--- src/source/host_pkg.sv ---
// Host interface definitions

package host_pkg;

	typedef logic [3:0]  apb_addr_t;
	typedef logic [31:0] apb_data_t;

	// Register map
	localparam apb_addr_t ADDR_INSTR    = 4'h0;  // Write only, pushes PWDATA[15:0]
	localparam apb_addr_t ADDR_STATUS   = 4'h4;  // Read only
	localparam apb_addr_t ADDR_REG_SEL  = 4'h8;
	localparam apb_addr_t ADDR_REG_DATA = 4'hC;  // Read only

	// Instruction queue sizing
	localparam int QUEUE_DEPTH = 8;

	typedef logic [3:0] level_t;  // Holds 0 up to QUEUE_DEPTH
	typedef logic [$clog2(QUEUE_DEPTH)-1:0] qptr_t;

endpackage

--- src/source/isa_pkg.sv ---
// Instruction set definitions

package isa_pkg;

	typedef logic [3:0]  opcode_t;   // Word bits 15..12
	typedef logic [3:0]  reg_idx_t;
	typedef logic [15:0] word_t;     // Data and instruction word

	// ALU group, low three bits double as the ALU select
	localparam opcode_t OP_ADD  = 4'b0000;
	localparam opcode_t OP_SUB  = 4'b0001;
	localparam opcode_t OP_NAND = 4'b0010;
	localparam opcode_t OP_XOR  = 4'b0011;
	localparam opcode_t OP_INC  = 4'b0100;
	localparam opcode_t OP_SRA  = 4'b0101;
	localparam opcode_t OP_SRL  = 4'b0110;
	localparam opcode_t OP_SLL  = 4'b0111;

	// Memory and byte loads
	localparam opcode_t OP_LW   = 4'b1000;
	localparam opcode_t OP_SW   = 4'b1001;
	localparam opcode_t OP_LHB  = 4'b1010;
	localparam opcode_t OP_LLB  = 4'b1011;

	// Flow control needs a program counter, so these decode as illegal
	localparam opcode_t OP_B    = 4'b1100;
	localparam opcode_t OP_CALL = 4'b1101;
	localparam opcode_t OP_RET  = 4'b1110;
	localparam opcode_t OP_ERR  = 4'b1111;

	typedef enum logic [2:0] {
		ALU_ADD  = 3'b000,
		ALU_SUB  = 3'b001,
		ALU_NAND = 3'b010,
		ALU_XOR  = 3'b011,
		ALU_INC  = 3'b100,
		ALU_SRA  = 3'b101,
		ALU_SRL  = 3'b110,
		ALU_SLL  = 3'b111
	} alu_op_t;

	localparam int       NUM_REGS   = 16;
	localparam reg_idx_t DS_REG     = 4'd14;  // Data segment base
	localparam int       DMEM_WORDS = 256;
	typedef logic [$clog2(DMEM_WORDS)-1:0] dmem_addr_t;

endpackage

--- src/source/instr_queue.sv ---
// Instruction FIFO
`timescale 1ns/1ns

module instr_queue import isa_pkg::*, host_pkg::*; (
	input  logic   clk,
	input  logic   arst_n,
	input  logic   push,
	input  word_t  push_data,
	output logic   full,
	output level_t level,
	input  logic   pop,
	output word_t  pop_data,
	output logic   empty
);

	word_t mem [QUEUE_DEPTH];
	qptr_t wr_ptr;
	qptr_t rd_ptr;

	assign full     = (level == level_t'(QUEUE_DEPTH));
	assign empty    = (level == '0);
	assign pop_data = mem[rd_ptr];  // Show-ahead head word

	// Storage
	always_ff @(posedge clk) begin
		if (push) begin
			mem[wr_ptr] <= push_data;
		end
	end

	// Pointers wrap on their own for a power of two depth
	always_ff @(posedge clk or negedge arst_n) begin
		if (!arst_n) begin
			wr_ptr <= '0;
			rd_ptr <= '0;
			level  <= '0;
		end else begin
			if (push) begin
				wr_ptr <= wr_ptr + 1'b1;
			end
			if (pop) begin
				rd_ptr <= rd_ptr + 1'b1;
			end
			case ({push, pop})
				2'b10:   level <= level + 1'b1;
				2'b01:   level <= level - 1'b1;
				default: level <= level;  // Idle or push and pop together
			endcase
		end
	end

	// Host port must stall pushes while full
	assert property (@(posedge clk) disable iff (!arst_n) push |-> !full)
		else $error("instr_queue: push while full");

	assert property (@(posedge clk) disable iff (!arst_n) pop |-> !empty)
		else $error("instr_queue: pop while empty");

endmodule

--- config.mk ---
export PLATFORM = sky130hd
export DESIGN_NAME = instr_queue
export DESIGN_NICKNAME = d
export VERILOG_FILES = /design/src/source/host_pkg.sv /design/src/source/isa_pkg.sv /design/src/source/instr_queue.sv
export SDC_FILE = /design/constraint.sdc
export NUM_CORES = 1
export LEC_CHECK = 0
export ABC_CLOCK_PERIOD_IN_PS = 4350
export BUFFER_PORTS_ARGS = -buffer_cell sky130_fd_sc_hd__buf_4
export CORE_MARGIN = 2
export CORE_UTILIZATION = 35
export DETAILED_ROUTE_END_ITERATION = 10
export RECOVER_POWER = 100
export SETUP_SLACK_MARGIN = 0.05
export SKIP_CTS_REPAIR_TIMING = 1
export SYNTH_ARGS = -nofsm -noshare
export SYNTH_HDL_FRONTEND = slang
export SYNTH_SLANG_ARGS = --single-unit
--- constraint.sdc ---
create_clock -name clk -period 4.35 [get_ports clk]
set_input_delay 0.435 -clock clk [delete_from_list [all_inputs] [get_ports clk]]
set_output_delay 0.435 -clock clk [all_outputs]
set_load 0.1 [all_outputs]
Word level (Yosys, flattened, before mapping)
Memories as Yosys holds them, arrays and structs flattened.
Index checks and enable logic that the tools add are counted.
{ "word_totals": {"register_bits": 10, "mem_bits_rw": 128, "input_bits": 20, "output_inout_bits": 22, "elab_cells": 16, "memories": 1} }
{ "memory_table": {"columns": ["memory", "words", "word_bits", "read_ports", "rd_clocked_by_memory_dff", "write_ports", "line", "source"], "rows": [
  ["mem", 8, 16, 1, 0, 1, "instr_queue.sv:16", "word_t mem [QUEUE_DEPTH];"]
]} }
{ "classes": {"n_addsub": 4, "n_eq_ne": 3, "mux": 3, "reduce_logical": 2} }
{ "ops": {"columns": ["operator", "n"], "rows": [
  ["$pmux W4 S2", 1],
  ["$add A3 B1 Y3 const B", 2],
  ["$add A4 B1 Y4 const B", 1],
  ["$eq A4 B4 Y1 const B", 1],
  ["$logic_not A4 Y1", 1],
  ["$sub A4 B1 Y4 const B", 1],
  ["$eq A2 B1 Y1 const B", 1],
  ["$eq A2 B2 Y1 const B", 1],
  ["$mux W1", 2],
  ["$reduce_bool A2 Y1", 1]
]} }

Longest topological paths before layout
{ "depth": {"depth_word": 2, "depth_mapped": 8, "mapped_depth_nobuf": 8} }

Worst setup path before layout
No wires, ideal clock.
{ "synth_path": {"path_type": "register to output", "start": "register level[3]", "end": "output full", "arrival_time_ps": 4108, "required_ps": 3915, "setup_slack_ps": -193, "stages_incl_launch_ff": 2, "n_path_buf": 0, "path_cell_list": "dfrtp_1 nor4b_1"} }
{ "synth_between": {"elab_chain_len": 1} }
{ "synth_lines": {"columns": ["item", "line", "source"], "rows": [
  ["from (decl)", "instr_queue.sv:10", "output level_t level,"],
  ["from (signal assigned)", "instr_queue.sv:45", "2'b10: level <= level + 1'b1;"],
  ["from (signal assigned)", "instr_queue.sv:46", "2'b01: level <= level - 1'b1;"],
  ["from (signal assigned)", "instr_queue.sv:47", "default: level <= level;"],
  ["$eq A4 B4 Y1", "instr_queue.sv:20", "assign full = (level == level_t'(QUEUE_DEPTH));"],
  ["to (decl)", "instr_queue.sv:9", "output logic full,"]
]} }
No other way between the ends.

Final worst setup path
{ "layout_path": {"start": "register rd_ptr[1]", "end": "output pop_data[7]"} }
{ "layout_between": {"elab_chain_len": 1} }
{ "layout_lines": {"columns": ["item", "line", "source"], "rows": [
  ["from (decl)", "instr_queue.sv:18", "qptr_t rd_ptr;"],
  ["from (signal assigned)", "instr_queue.sv:42", "rd_ptr <= rd_ptr + 1'b1;"],
  ["$mem_v2 Z8 W16", null, null],
  ["to (decl)", "instr_queue.sv:12", "output word_t pop_data,"]
]} }
No other way between the ends.

==> impl_metrics.json <==
{
  "final_cell_mix": "edfxtp_1 (128), clkbuf_1 (44), mux4_1 (25), mux2_2 (19), clkbuf_16 (17)",
  "seq_area_frac_synth_pct": 74.8,
  "grt_first_pass_wirelength_um": 14800,
  "path_max_fanout": 18,
  "globalRoute.totalOverflow": 0,
  "die-area_sq_um": 16700,
  "setup_violations": 0,
  "cp-start-kind": "register",
  "placementRows": 45,
  "avgRoutedWirePerCell_um": 18.3,
  "vias_per_cell": 4.71,
  "cp_num_buf_inv": 2,
  "die_y_um": 129,
  "fin_ws_ns": 0.820,
  "grt_antenna_before_repair": 0,
  "grt_pass1_vias": 2567,
  "cts_root_buf": "clkbuf_16",
  "ant_nets": 0,
  "hpwl_um": 5820,
  "synthCells": 240,
  "fin_crit_ns": 3.53,
  "status": "finished clean",
  "totalWireLength_um": 9590,
  "clk_latency_ns": 0.41,
  "dr.pass1.iters": 4,
  "track_usage_pct": 12.5,
  "worstSetupPathType": "register to output port",
  "num-nets-final": 325,
  "slowest_stage": "dfrtp_1",
  "port-buffer-count": 41,
  "fillers": 1354,
  "drc_errors": 0,
  "final-max-slew-violation-count": 0,
  "synth_adder_area_share_pct": 1.14,
  "syn_area_sq_um": 5480,
  "critPathCaptureType": "output port",
  "synth_warnings": 0,
  "avgSynthCellArea_sq_um": 22.8,
  "multi_input_area_sq_um": 1310,
  "drive_above_1_share_pct": 20.5,
  "synth_cell_type_count": 23,
  "synth-seq-cells": 138,
  "floorplan.initialDensity_pct": 35.9,
  "cts_tree": "yes",
  "preCtsSetupSlack_ns": 1.66,
  "synth_top_family_by_area": "multiplexers",
  "synth_simple_gate_area_share_pct": 2.01,
  "max_cap_viol_count": 0,
  "fmax_mhz": 283,
  "grt_max_degree": 35,
  "die_w_um": 129,
  "worst_pin_slew_ns": 1.22,
  "cp_top_family": "buffers and inverters",
  "hold_path.class": "primary input to register",
  "max_stage_delay_ns": 0.81,
  "synthXorXnorAreaFrac_pct": 1.44,
  "clk_pin_slew_ns": 0.05,
  "drtIter0Drc": 90,
  "syn2layout_area_growth_pct": 17.7,
  "synth_mux_area_share_pct": 18.8,
  "timing.final.crit_share_pct": 81.2,
  "register_area_sq_um": 4100,
  "cts_buffers": 17,
  "hold_viol_final": 0,
  "cp.arrival_ns": 3.10,
  "n_antenna_cell": 0,
  "maxSlewHeadroom_pct": 18.7,
  "rsz0062_at_grt": "no",
  "cts_sinks": 138,
  "coreArea_sq_um": 15300,
  "clk_path_buf_depth": 2,
  "num_vias": 2464,
  "gp_congestion": 0.695,
  "synth_compound_area_share_pct": 0.457,
  "totalNegativeSetupSlack_ns": 0,
  "path_cells": "clkbuf_1 > mux4_2 > mux2_2 > clkbuf_2",
  "worst-endpoint-required_ns": 3.91,
  "htreeDepth": 4,
  "syn_nets": 265,
  "ioPinCount": 42,
  "layout_commonest_cell": "edfxtp_1",
  "fin_skew_ns": 0.00780
}
==> path summary, 6_finish.rpt <==
kind                       slack (ns)           to  cells past startpoint  startpoint
max                              0.82  pop_data[7]                      4   rd_ptr[1]
min                              0.25    rd_ptr[0]                      2         pop
max reg2reg                      1.81    mem[0][5]                      3   wr_ptr[1]
min reg2reg                      0.52     level[3]                      1    level[3]
max in group asynchronous        3.39    rd_ptr[0]                      2      arst_n
min in group asynchronous        0.54     level[0]                      2      arst_n
==> cells in the mapped netlist <==
cell type | count | share of area [%]
nor4b_1 | 1 | 0.16
nor3_1 | 2 | 0.18
or3_1 | 1 | 0.11
mux2_2 | 19 | 3.9
nor4_1 | 1 | 0.11
xor2_1 | 6 | 0.96
a21oi_1 | 2 | 0.18
xnor2_1 | 3 | 0.48
mux4_2 | 7 | 2.9
a31oi_1 | 1 | 0.11
buf_2 | 4 | 0.37
nor2_1 | 7 | 0.48
mux4_1 | 25 | 12
inv_1 | 1 | 0.068
o32ai_1 | 1 | 0.16
nor2b_1 | 3 | 0.34
buf_6 | 4 | 0.82
nand2_1 | 4 | 0.27
dfrtp_1 | 10 | 4.6
nand2b_1 | 3 | 0.34
ha_1 | 5 | 1.1
edfxtp_1 | 128 | 70
clkbuf_1 | 2 | 0.14
==> cells by family after synthesis <==
kind of cell | count (synthesis)
compound gates | 4
xor+xnor | 9
fa+ha+maj | 5
buf+inv | 11
flops | 138
mux | 51
simple gates | 22
==> state kept, by name, summed over array words and instances (netlist names) <==
register,flops
level,4
mem,128
rd_ptr,3
wr_ptr,3
==> worst register-to-register path, cell delays in order, from the launching register on <==
cell and delay, ns:
dfrtp_1 0.40, nand2b_1 0.20, nor3_1 0.76, clkbuf_1 0.80
==> through the flow <==
step / area, sq um / utilization [%] / hold WS, ns / std cells
after detailed placement: 6060 / 39.7 / 0.279 / 491
after global routing: 6450 / 42.2 / 0.252 / 523
final: 6450 / 42.2 / 0.251 / 523
after CTS: 6620 / 43.4 / -0.161 / 522
after global placement: 6060 / 39.7 / 0.276 / 491
after floorplan: 5480 / - / 0.139 / 240
==> routing by layer <==
metal	vias to the layer above	global-route usage [%]	part of all wire, %
li1	1141	-	-
met1	1277	16.0	45
met2	37	20.8	51
met3	9	3.34	2.9
met4	0	4.48	1.2
met5	-	0	0
==> final cells by class <==
| type | count | area share (%) |
|---|---|---|
| inverters | 1 | 0.0582 |
| flip-flops and latches | 138 | 63.5 |
| clock inverters | 11 | 1.92 |
| repair buffers | 51 | 3.28 |
| well taps | 211 | 4.10 |
| clock buffers | 20 | 6.77 |
| multi-input cells | 91 | 20.3 |
Power is left out: the tool's default activity adds up to more than one toggle a clock period on the data nets, which glitch-free logic cannot reach.
