[config.mk]
export PLATFORM = sky130hd
export DESIGN_NAME = apb_host_port
export DESIGN_NICKNAME = d
export VERILOG_FILES = /design/src/source/host_pkg.sv /design/src/source/isa_pkg.sv /design/src/source/apb_host_port.sv
export SDC_FILE = /design/constraint.sdc
export NUM_CORES = 1
export LEC_CHECK = 0
export ABC_CLOCK_PERIOD_IN_PS = 1350
export BUFFER_PORTS_ARGS = -buffer_cell sky130_fd_sc_hd__buf_4
export CAP_MARGIN = 0
export CORE_UTILIZATION = 26
export CTS_CLUSTER_DIAMETER = 80
export CTS_CLUSTER_SIZE = 8
export DETAILED_ROUTE_END_ITERATION = 7
export GPL_ROUTABILITY_DRIVEN = 0
export PLACE_DENSITY = 0.9
export SETUP_SLACK_MARGIN = 0.05
export SLEW_MARGIN = 5
export SYNTH_ARGS = -nofsm -noshare
export SYNTH_HDL_FRONTEND = slang
export SYNTH_SLANG_ARGS = --single-unit
[constraint.sdc]
create_clock -name clk -period 1.35 [get_ports clk]
set_input_delay 0.135 -clock clk [delete_from_list [all_inputs] [get_ports clk]]
set_output_delay 0.135 -clock clk [all_outputs]
set_load 0.05 [all_outputs]
[src/source/host_pkg.sv]
// Host interface definitions

package host_pkg;

	typedef logic [3:0]  apb_addr_t;
	typedef logic [31:0] apb_data_t;

	// Register map
	localparam apb_addr_t ADDR_INSTR    = 4'h0;  // Write only, pushes PWDATA[15:0]
	localparam apb_addr_t ADDR_STATUS   = 4'h4;  // Read only
	localparam apb_addr_t ADDR_REG_SEL  = 4'h8;
	localparam apb_addr_t ADDR_REG_DATA = 4'hC;  // Read only

	// Instruction queue sizing
	localparam int QUEUE_DEPTH = 8;

	typedef logic [3:0] level_t;  // Holds 0 up to QUEUE_DEPTH
	typedef logic [$clog2(QUEUE_DEPTH)-1:0] qptr_t;

endpackage

[src/source/isa_pkg.sv]
// Instruction set definitions

package isa_pkg;

	typedef logic [3:0]  opcode_t;   // Word bits 15..12
	typedef logic [3:0]  reg_idx_t;
	typedef logic [15:0] word_t;     // Data and instruction word

	// ALU group, low three bits double as the ALU select
	localparam opcode_t OP_ADD  = 4'b0000;
	localparam opcode_t OP_SUB  = 4'b0001;
	localparam opcode_t OP_NAND = 4'b0010;
	localparam opcode_t OP_XOR  = 4'b0011;
	localparam opcode_t OP_INC  = 4'b0100;
	localparam opcode_t OP_SRA  = 4'b0101;
	localparam opcode_t OP_SRL  = 4'b0110;
	localparam opcode_t OP_SLL  = 4'b0111;

	// Memory and byte loads
	localparam opcode_t OP_LW   = 4'b1000;
	localparam opcode_t OP_SW   = 4'b1001;
	localparam opcode_t OP_LHB  = 4'b1010;
	localparam opcode_t OP_LLB  = 4'b1011;

	// Flow control needs a program counter, so these decode as illegal
	localparam opcode_t OP_B    = 4'b1100;
	localparam opcode_t OP_CALL = 4'b1101;
	localparam opcode_t OP_RET  = 4'b1110;
	localparam opcode_t OP_ERR  = 4'b1111;

	typedef enum logic [2:0] {
		ALU_ADD  = 3'b000,
		ALU_SUB  = 3'b001,
		ALU_NAND = 3'b010,
		ALU_XOR  = 3'b011,
		ALU_INC  = 3'b100,
		ALU_SRA  = 3'b101,
		ALU_SRL  = 3'b110,
		ALU_SLL  = 3'b111
	} alu_op_t;

	localparam int       NUM_REGS   = 16;
	localparam reg_idx_t DS_REG     = 4'd14;  // Data segment base
	localparam int       DMEM_WORDS = 256;
	typedef logic [$clog2(DMEM_WORDS)-1:0] dmem_addr_t;

endpackage

[src/source/apb_host_port.sv]
// APB host port
`timescale 1ns/1ns

module apb_host_port import isa_pkg::*, host_pkg::*; (
	input  logic      clk,
	input  logic      arst_n,
	input  logic      psel,
	input  logic      penable,
	input  logic      pwrite,
	input  apb_addr_t paddr,
	input  apb_data_t pwdata,
	output apb_data_t prdata,
	output logic      pready,
	output logic      pslverr,
	output logic      push,
	output word_t     push_data,
	input  logic      full,
	input  level_t    level,
	output reg_idx_t  reg_rd_idx,
	input  word_t     reg_rd_data,
	input  word_t     retired_count,
	input  logic      error_flag
);

	reg_idx_t reg_sel;
	logic     access;    // APB access phase
	logic     instr_wr;
	logic     map_err;
	logic     busy;

	assign access   = psel && penable;
	assign instr_wr = pwrite && (paddr == ADDR_INSTR);
	assign busy     = (level != '0);

	// Unmapped address or wrong direction
	always_comb begin
		case (paddr)
			ADDR_INSTR:    map_err = !pwrite;
			ADDR_STATUS:   map_err = pwrite;
			ADDR_REG_SEL:  map_err = 1'b0;
			ADDR_REG_DATA: map_err = pwrite;
			default:       map_err = 1'b1;
		endcase
	end

	assign pready     = access && !(instr_wr && full);  // Wait states only on a full queue
	assign pslverr    = pready && map_err;
	assign push       = access && instr_wr && !full;
	assign push_data  = pwdata[15:0];
	assign reg_rd_idx = reg_sel;

	always_comb begin
		prdata = '0;
		if (access && !pwrite) begin
			case (paddr)
				ADDR_STATUS:   prdata = {retired_count, 10'd0, error_flag, busy, level};
				ADDR_REG_SEL:  prdata = {28'd0, reg_sel};
				ADDR_REG_DATA: prdata = {16'd0, reg_rd_data};
				default:       prdata = '0;
			endcase
		end
	end

	always_ff @(posedge clk or negedge arst_n) begin
		if (!arst_n) begin
			reg_sel <= '0;
		end else if (pready && pwrite && (paddr == ADDR_REG_SEL)) begin
			reg_sel <= pwdata[3:0];
		end
	end

	assert property (@(posedge clk) disable iff (!arst_n) penable |-> psel)
		else $error("apb_host_port: penable without psel");

	// A stalled transfer must hold its address and direction
	assert property (@(posedge clk) disable iff (!arst_n)
		access && !pready |=> access && $stable(paddr) && $stable(pwrite))
		else $error("apb_host_port: transfer changed during wait state");

endmodule

After elaboration in Yosys (flattened, before gate mapping)
Cells that the tools add are included.

Mux-type cells: 3. Equal/unequal tests: 3. Reduce and logical (&&, ||, !) cells: 16.

Operators by type and width (number): 32-bit one-hot mux with 3 select lines (1); 32-bit 2-to-1 mux (1); 1-bit logical AND (10); 4-bit equality test (second input constant) (2); 4-bit by 3-bit equality test with 1-bit output (second input constant) (1); 4-bit zero test (1); 4-bit nonzero test (1); 1-bit zero test (3); 1-bit one-hot mux with 3 select lines (1); 2-bit OR reduction (1).

Word-level logic and storage cells: 23. Output and inout port bits: 55. Input port bits: 79. Register bits: 4.

Depth between registers and ports, before layout
Gate-level depths: netlist of the first run.

Word-level depth: 7. Gate-level depth with buffers: 5.

Least setup slack after synthesis of the first run
OpenSTA, ideal clock, no wires.

Path type: input -> output. Start point: input paddr[2]. End point: output push. Arrival time: 1.665 ns. Buffers on the path: 1. Slack: -0.450 ns. Stages on the path: 4. Cells stage by stage: buf_2 -> nor4b_4 -> nand2_1 -> nor3_1.

Longest elaborated chain between the ends: 4.

RTL lines: from (decl) (RTL line apb_host_port.sv:10) `input apb_addr_t paddr,`; 4-bit zero test (RTL line apb_host_port.sv:32) `assign instr_wr = pwrite && (paddr == ADDR_INSTR);`; 1-bit logical AND (RTL line apb_host_port.sv:32); 1-bit logical AND (2 in series) (RTL line apb_host_port.sv:48) `assign push = access && instr_wr && !full;`; to (decl) (RTL line apb_host_port.sv:15) `output logic push,`.

Every way passes these cells.

Worst setup path after layout of the first run
Start point: register reg_sel[3], in the netlist reg_rd_idx[3]. End point: output prdata[3].

Longest elaborated chain between the ends: 2.

RTL lines: from (decl) (RTL line apb_host_port.sv:25) `reg_idx_t reg_sel;`; from (signal assigned) (RTL line apb_host_port.sv:68) `reg_sel <= pwdata[3:0];`; 32-bit one-hot mux with 3 select lines (RTL line apb_host_port.sv:55) `case (paddr)`; 32-bit 2-to-1 mux (RTL line apb_host_port.sv:54) `if (access && !pwrite) begin`; to (decl) (RTL line apb_host_port.sv:12) `output apb_data_t prdata,`.

Every way passes these cells.

==> results of run 1 <==
-- kinds of logic after synthesis --
family / Yosys count
simple gates: 46
buf+inv: 20
mux: 9
compound gates: 8
flops: 4
-- per-stage QoR --
step | setup slack (ns) | std cells | util (%) | power (µW)
2_1_floorplan | -0.0579 | 87 | - | 456
3_3_place_gp | -0.155 | 197 | 58.2 | 532
3_5_place_dp | -0.194 | 197 | 58.2 | 544
4_1_cts | -0.128 | 206 | 68.9 | 744
5_1_grt | -0.139 | 208 | 73.8 | 814
6_report | -0.108 | 208 | 73.8 | 780
-- worst paths after layout --
path / start / end / slack [ns] / cells past startpoint
worst min register to register: reg_rd_idx[2] / reg_rd_idx[2] / 0.61 / 2
worst max-delay path: reg_rd_idx[3] / prdata[3] / -0.11 / 4
max in group asynchronous: arst_n / reg_rd_idx[1] / 0.98 / 2
worst max register to register: reg_rd_idx[0] / reg_rd_idx[0] / 0.43 / 2
min in group asynchronous: arst_n / reg_rd_idx[3] / 0.25 / 2
worst min-delay path: pwdata[3] / reg_rd_idx[3] / 0.13 / 2
-- per-layer routing --
layer / share of wire (%) / routed length, µm / track usage, %
met1: 31 / 1000 / 22.3
met2: 61 / 1990 / 41.8
met3: 5.9 / 194 / 4.37
met4: 2.7 / 87 / 9.17
met5: 0 / 0 / 0
-- synth_stat cells --
cell	count	area [µm²]
a31oi_1	1	6.26
nor3_1	2	10.0
nand3_1	1	5.00
nor4b_4	1	23.8
buf_4	16	120
nor2b_1	1	6.26
buf_2	2	10.0
inv_1	1	3.75
mux2i_1	1	10.0
or3_4	1	11.3
a21oi_1	1	5.00
nor3_4	2	32.5
and2_2	12	90.1
nor3b_4	1	18.8
or2_2	2	12.5
nor2_1	6	22.5
dfrtp_1	4	100
nand2_1	3	11.3
and2_1	14	87.6
a22oi_1	4	30.0
o41ai_1	1	8.76
a2111oi_0	1	8.76
buf_6	1	11.3
mux2_2	8	90.1
-- critical path, cell delays in order, from the launching register on --
cell	delay, ns
dfrtp_2	0.40
mux2_4	0.28
a22oi_2	0.21
nor2_4	0.04
buf_6	0.15
-- power groups by stage --
stage                     Sequential, µW  Clock [µW]  Combinational (µW)
after floorplan                      208           0                 248
after global placement               152           0                 380
after detailed placement             153           0                 390
after CTS                            147         156                 441
after global routing                 150         169                 495
final                                148         157                 475
-- repair_timing --
| action | 4_1_cts | 5_1_grt |
|---|---|---|
| buffers inserted | 4 | 2 |
| hold buffers | 1 | 0 |
| endpoints found under the hold margin | 4 | 0 |
| gates resized for setup | 55 | 32 |
| pin swaps | 9 | 9 |
| gates cloned | 1 | 0 |
| setup endpoints to repair | 33 | 36 |
-- layout make-up --
type / count / area share [%]
clock buffer: 3 / 1.19
inverter: 1 / 0.198
sequential: 4 / 5.55
tap: 30 / 1.98
multi-input combinational: 64 / 36.2
timing repair buffer: 106 / 54.9
==> impl_metrics.py, run 1 <==
metrics = {
    "drt": {
        "drc": 0,
        "post_drt_wl_per_cell_um": 15.8,
        "detail-route-antenna-nets": 0,
        "route.detailed.vias_per_inst": 4.79,
        "num_vias": 996,
        "drt_pre_antenna_iters": 4,
        "violation_count_after_the_first_detailed_route_iteration": 7,
        "drt-total-wl_um": 3280,
    },
    "worst_setup_path": {
        "worst_setup_path_end_kind": "output port",
        "crit_path_max_fanout": 2,
        "critPathKind": "register to output port",
        "critical_path.startpoint_type": "register",
        "cp_data_required_time_ns": 1.22,
        "arrival_worst_endpoint_ns": 1.32,
    },
    "timing": {
        "final_max_slew_viol_count": 0,
        "worstMarginPinSlew_ns": 0.632,
        "rsz0062_at_grt": "true",
        "final-setup-viol-count": 25,
        "final_cycle_share_pct": 108,
        "fin_tns_setup_ns": -1.57,
        "hold_violations": 0,
        "fin_worst_hold_slack_ns": 0.133,
        "slew-limit-headroom_pct": 57.3,
        "final.setup.worst_slack_ns": -0.108,
        "finalCriticalPeriod_ns": 1.46,
        "final.setup_skew_ns": 0,
        "fmaxAchievable_ghz": 0.686,
    },
    "finish": {
        "largest_reg_flops": 4,
        "final_layout_size_suffix_gt1_share_pct": 94.9,
        "filler_cell_count": 184,
        "most-common-layout-cells": "buf_4 (67), buf_8 (24), and2_4 (19)",
        "num-nets-final": 259,
        "design_area_mm2": 0.00189,
        "regArea_um2": 105,
        "number_of_antenna_repair_diodes": 0,
        "syn2layout_area_growth_pct": 157,
        "most_common_cell_after_layout_fill_and_taps_aside": "buf_4",
        "multi_input_comb_area_um2": 686,
    },
    "clocking": {
        "clock_sink_count": 4,
        "numCtsBuffers": 3,
        "htree_levels": 1,
        "cts_tree": "done",
        "worst_skew_pair.late_latency_ns": 0.24,
        "clock_tree.buffer_depth": 2,
        "clockRootBuffer": "clkbuf_4",
        "clk_pin_slew_ns": 0.04,
    },
    "floorplan": {
        "io-pin-count": 134,
        "die-height_um": 55.2,
        "rows": 18,
        "initial_core_util_pct": 28.7,
        "placeableCoreArea_mm2": 0.00257,
        "dieWidth_um": 55.2,
        "floorplan.die_area_mm2": 0.00305,
    },
    "global_routing": {
        "vias_in_the_first_global_route": 992,
        "grt_usage_pct": 21.7,
        "grt_start_max_net_pins": 17,
        "global_route_wire_length_before_repair_um": 4500,
        "global_route.overflow_total": 0,
        "antenna_found_initial": 0,
    },
    "placement": {
        "dpl.hpwl_um": 2380,
        "io_buffer_count": 93,
        "detailed_place.area_mm2": 0.00150,
    },
    "power": {
        "power.share.combinational_pct": 60.9,
        "power_density_mw_per_mm2": 412,
        "power_switching_share_pct": 38.8,
        "power.ir.vdd_worst_mv": 0.808,
        "power.share.clock_pct": 20.1,
        "leakage_uw": 0.000927,
        "seqPwrFrac_pct": 19.0,
        "switching_power_uw": 303,
        "internal_power_uw": 477,
    },
    "logic_synthesis": {
        "synth-compound-area-share_pct": 7.99,
        "netlist-cell-type-count": 24,
        "postSynthCellCount": 87,
        "synth.cell_area_um2": 736,
        "main_combinational_cell_family_by_area_after_synthesis": "simple AND/OR/NAND/NOR gates",
        "synth.yosys.warnings": 0,
        "ys_ff_latch": 4,
        "synth_xor_xnor_area_share_pct": 0,
        "ys_seq_area_share_pct": 13.6,
        "yosys-mux-area-fraction_pct": 13.6,
        "synthSimpleGateAreaFrac_pct": 45.1,
        "synth.net_count": 166,
        "yosys.area_share.adder_pct": 0,
        "synth_area_per_cell_um2": 8.46,
    },
    "run": {
        "cap_viol_max_count": 0,
    },
    "worst_hold_path": {
        "hold_path.class": "input port to register",
    },
    "status": {
        "failing_checks": "setup timing",
        "outcome": "finished with violations",
    },
}
Note: power is estimated with default switching activity, not from simulation.
==> run 2: changes to the inputs <==
--- a/config.mk
+++ b/config.mk
@@ -5,10 +5,12 @@
 export SDC_FILE = /design/constraint.sdc
 export NUM_CORES = 1
 export LEC_CHECK = 0
-export ABC_CLOCK_PERIOD_IN_PS = 1350
+export ABC_CLOCK_PERIOD_IN_PS = 1200
 export BUFFER_PORTS_ARGS = -buffer_cell sky130_fd_sc_hd__buf_4
 export CAP_MARGIN = 0
-export CORE_UTILIZATION = 26
+export CELL_PAD_IN_SITES_DETAIL_PLACEMENT = 0
+export CELL_PAD_IN_SITES_GLOBAL_PLACEMENT = 2
+export CORE_UTILIZATION = 10
 export CTS_CLUSTER_DIAMETER = 80
 export CTS_CLUSTER_SIZE = 8
 export DETAILED_ROUTE_END_ITERATION = 7
==> constraint.sdc (replaced) <==
create_clock -name clk -period 1.2 [get_ports clk]
set_input_delay 0.12 -clock clk [delete_from_list [all_inputs] [get_ports clk]]
set_output_delay 0.12 -clock clk [all_outputs]
set_load 0.05 [all_outputs]
==> run 2 against run 1 <==
Against the previous run:
- the flow still finishes with violations (setup timing)
- first-iteration DRC count unchanged
- worst setup slack worse by 0.085 ns
- clock skew unchanged
- global-route usage down 13 points
- die area rose to 2.5 times the previous value
- sequential power up 12%
- largest cell class unchanged
- highest routed layer unchanged
==> impl_metrics.py, run 2 (synthesized netlist as in run 1, its figures left out) <==
metrics = {
    "worst_setup_path": {
        "cp_num_cells": 4,
        "critical_path.cell_chain": "mux2_4, a22oi_2, nor2_4, buf_8",
        "cp_data_required_time_ns": 1.08,
        "crit_path_max_fanout": 2,
        "ff2ff_setup_slack_ns": 0.18,
        "regToRegStartpoint": "reg_rd_idx[3]",
        "crit_path_end": "prdata[3]",
        "critical_path.startpoint_type": "register",
        "critPathKind": "register to output port",
        "timing.critical_path.slowest_cell_delay_ns": 0.39,
        "timing.critical_path.max_delay_family": "flip-flops",
        "arrival_worst_endpoint_ns": 1.27,
        "worstReg2RegEnd": "reg_rd_idx[3]",
        "worst_path_max_delay_cell": "dfrtp_2",
        "crit_start": "reg_rd_idx[3]",
        "worst-path-buf-inv": 1,
        "worst_setup_path_end_kind": "output port",
        "reg2reg_depth": 3,
    },
    "drt": {
        "num_vias": 993,
        "drc": 0,
        "drt_pre_antenna_iters": 2,
        "post_drt_wl_per_cell_um": 11.7,
        "drt-total-wl_um": 3340,
        "route.detailed.vias_per_inst": 3.50,
        "violation_count_after_the_first_detailed_route_iteration": 7,
        "detail-route-antenna-nets": 0,
    },
    "finish": {
        "regArea_um2": 105,
        "most-common-layout-cells": "buf_4 (72), buf_8 (28), and2_4 (24)",
        "most_common_cell_after_layout_fill_and_taps_aside": "buf_4",
        "final_layout_size_suffix_gt1_share_pct": 97.3,
        "design_area_mm2": 0.00214,
        "syn2layout_area_growth_pct": 191,
        "largest_reg_flops": 4,
        "filler_cell_count": 712,
        "number_of_antenna_repair_diodes": 0,
        "stdcell_count": 284,
        "multi_input_comb_area_um2": 704,
        "num-nets-final": 269,
    },
    "worst_hold_path": {
        "timing.hold.worst_path_depth": 2,
        "hold_path.class": "input port to register",
    },
    "power": {
        "power.ir.vdd_worst_mv": 0.273,
        "leakage_uw": 0.000987,
        "power_density_mw_per_mm2": 482,
        "total_power_uw": 1030,
    },
    "global_routing": {
        "grt_start_max_net_pins": 17,
        "vias_in_the_first_global_route": 1075,
        "global_route.overflow_total": 0,
        "grt_usage_pct": 8.31,
        "antenna_found_initial": 0,
        "global_route_wire_length_before_repair_um": 4920,
    },
    "floorplan": {
        "die-height_um": 87.8,
        "rows": 30,
        "io-pin-count": 134,
        "initial_core_util_pct": 10.6,
        "floorplan.die_area_mm2": 0.00770,
        "dieWidth_um": 87.8,
        "placeableCoreArea_mm2": 0.00694,
    },
    "placement": {
        "detailed_place.area_mm2": 0.00173,
        "io_buffer_count": 93,
        "dpl.hpwl_um": 2700,
        "dpl.cell_count": 275,
    },
    "timing": {
        "final_cycle_share_pct": 116,
        "fin_tns_setup_ns": -5.01,
        "final.setup_skew_ns": 0,
        "hold_violations": 0,
        "finalCriticalPeriod_ns": 1.39,
        "worstMarginPinSlew_ns": 0.563,
        "final.setup.worst_slack_ns": -0.193,
        "rsz0062_at_grt": "true",
        "fin_worst_hold_slack_ns": 0.145,
        "final_max_slew_viol_count": 0,
        "final-setup-viol-count": 33,
        "slew-limit-headroom_pct": 62.0,
        "fmaxAchievable_ghz": 0.718,
    },
    "clocking": {
        "clock_sink_count": 4,
        "numCtsBuffers": 3,
        "htree_levels": 1,
        "cts_tree": "done",
        "clk_pin_slew_ns": 0.03,
        "clockRootBuffer": "clkbuf_8",
        "worst_skew_pair.late_latency_ns": 0.21,
        "clock_tree.buffer_depth": 2,
    },
    "run": {
        "cap_viol_max_count": 0,
    },
    "status": {
        "failing_checks": "setup timing",
        "outcome": "finished with violations",
    },
}
==> run 2: cell count changes in the layout (fill, tap and decap cells not counted), sizes merged <==
cell	before	now
nor3	5	4
buf	105	116
==> run 2: final cells by class <==
type                       count  area share (%)
timing repair buffer         117            54.5
multi-input combinational     63            32.9
tap                           96            5.60
sequential                     4            4.90
clock buffer                   3            1.93
inverter                       1           0.175
==> run 2: metal layers <==
layer / track usage, % / vias up / share of wire (%)
li1: - / 481 / -
met1: 9.08 / 458 / 37
met5: 0 / - / 0
met2: 15.9 / 50 / 55
met4: 1.79 / 0 / 1.0
met3: 2.26 / 4 / 7.0
==> run 2: per-stage QoR <==
| step | worst slack [ns] | utilization (%) |
|---|---|---|
| floorplan | -0.125 | - |
| global placement | -0.237 | 24.9 |
| detailed placement | -0.246 | 24.9 |
| CTS | -0.227 | 29.9 |
| global route | -0.229 | 30.9 |
| finish | -0.193 | 30.9 |
==> run 2: worst min path at each step <==
stage	startpoint	slack, ns	endpoint
4_1_cts	pwdata[2]	0.14	reg_rd_idx[2]
6_report	pwdata[2]	0.14	reg_rd_idx[2]
5_1_grt	pwdata[2]	0.14	reg_rd_idx[2]
3_3_place_gp	arst_n	-0.08	reg_rd_idx[1]
2_1_floorplan	arst_n	-0.18	reg_rd_idx[0]
3_5_place_dp	arst_n	-0.08	reg_rd_idx[2]
==> run 2: power by group <==
group          internal [µW]  switching [µW]
clock network            213            65.7
logic                    314             274
registers                157            9.04
==> run 2: worst reg2reg max path, delay by kind of cell, from the launching register on <==
family	cells	cell delay, ns
mux	1	0.26
buf+inv	2	0.24
flops	1	0.39
==> run 2: timing repair <==
| action | 4_1_cts | 5_1_grt |
|---|---|---|
| endpoints found under the setup margin | 35 | 39 |
| buffers inserted | 3 | 2 |
| hold endpoints to repair | 4 | 0 |
| pin swaps | 11 | 8 |
| gates resized for setup | 74 | 9 |
| hold buffers | 1 | 0 |
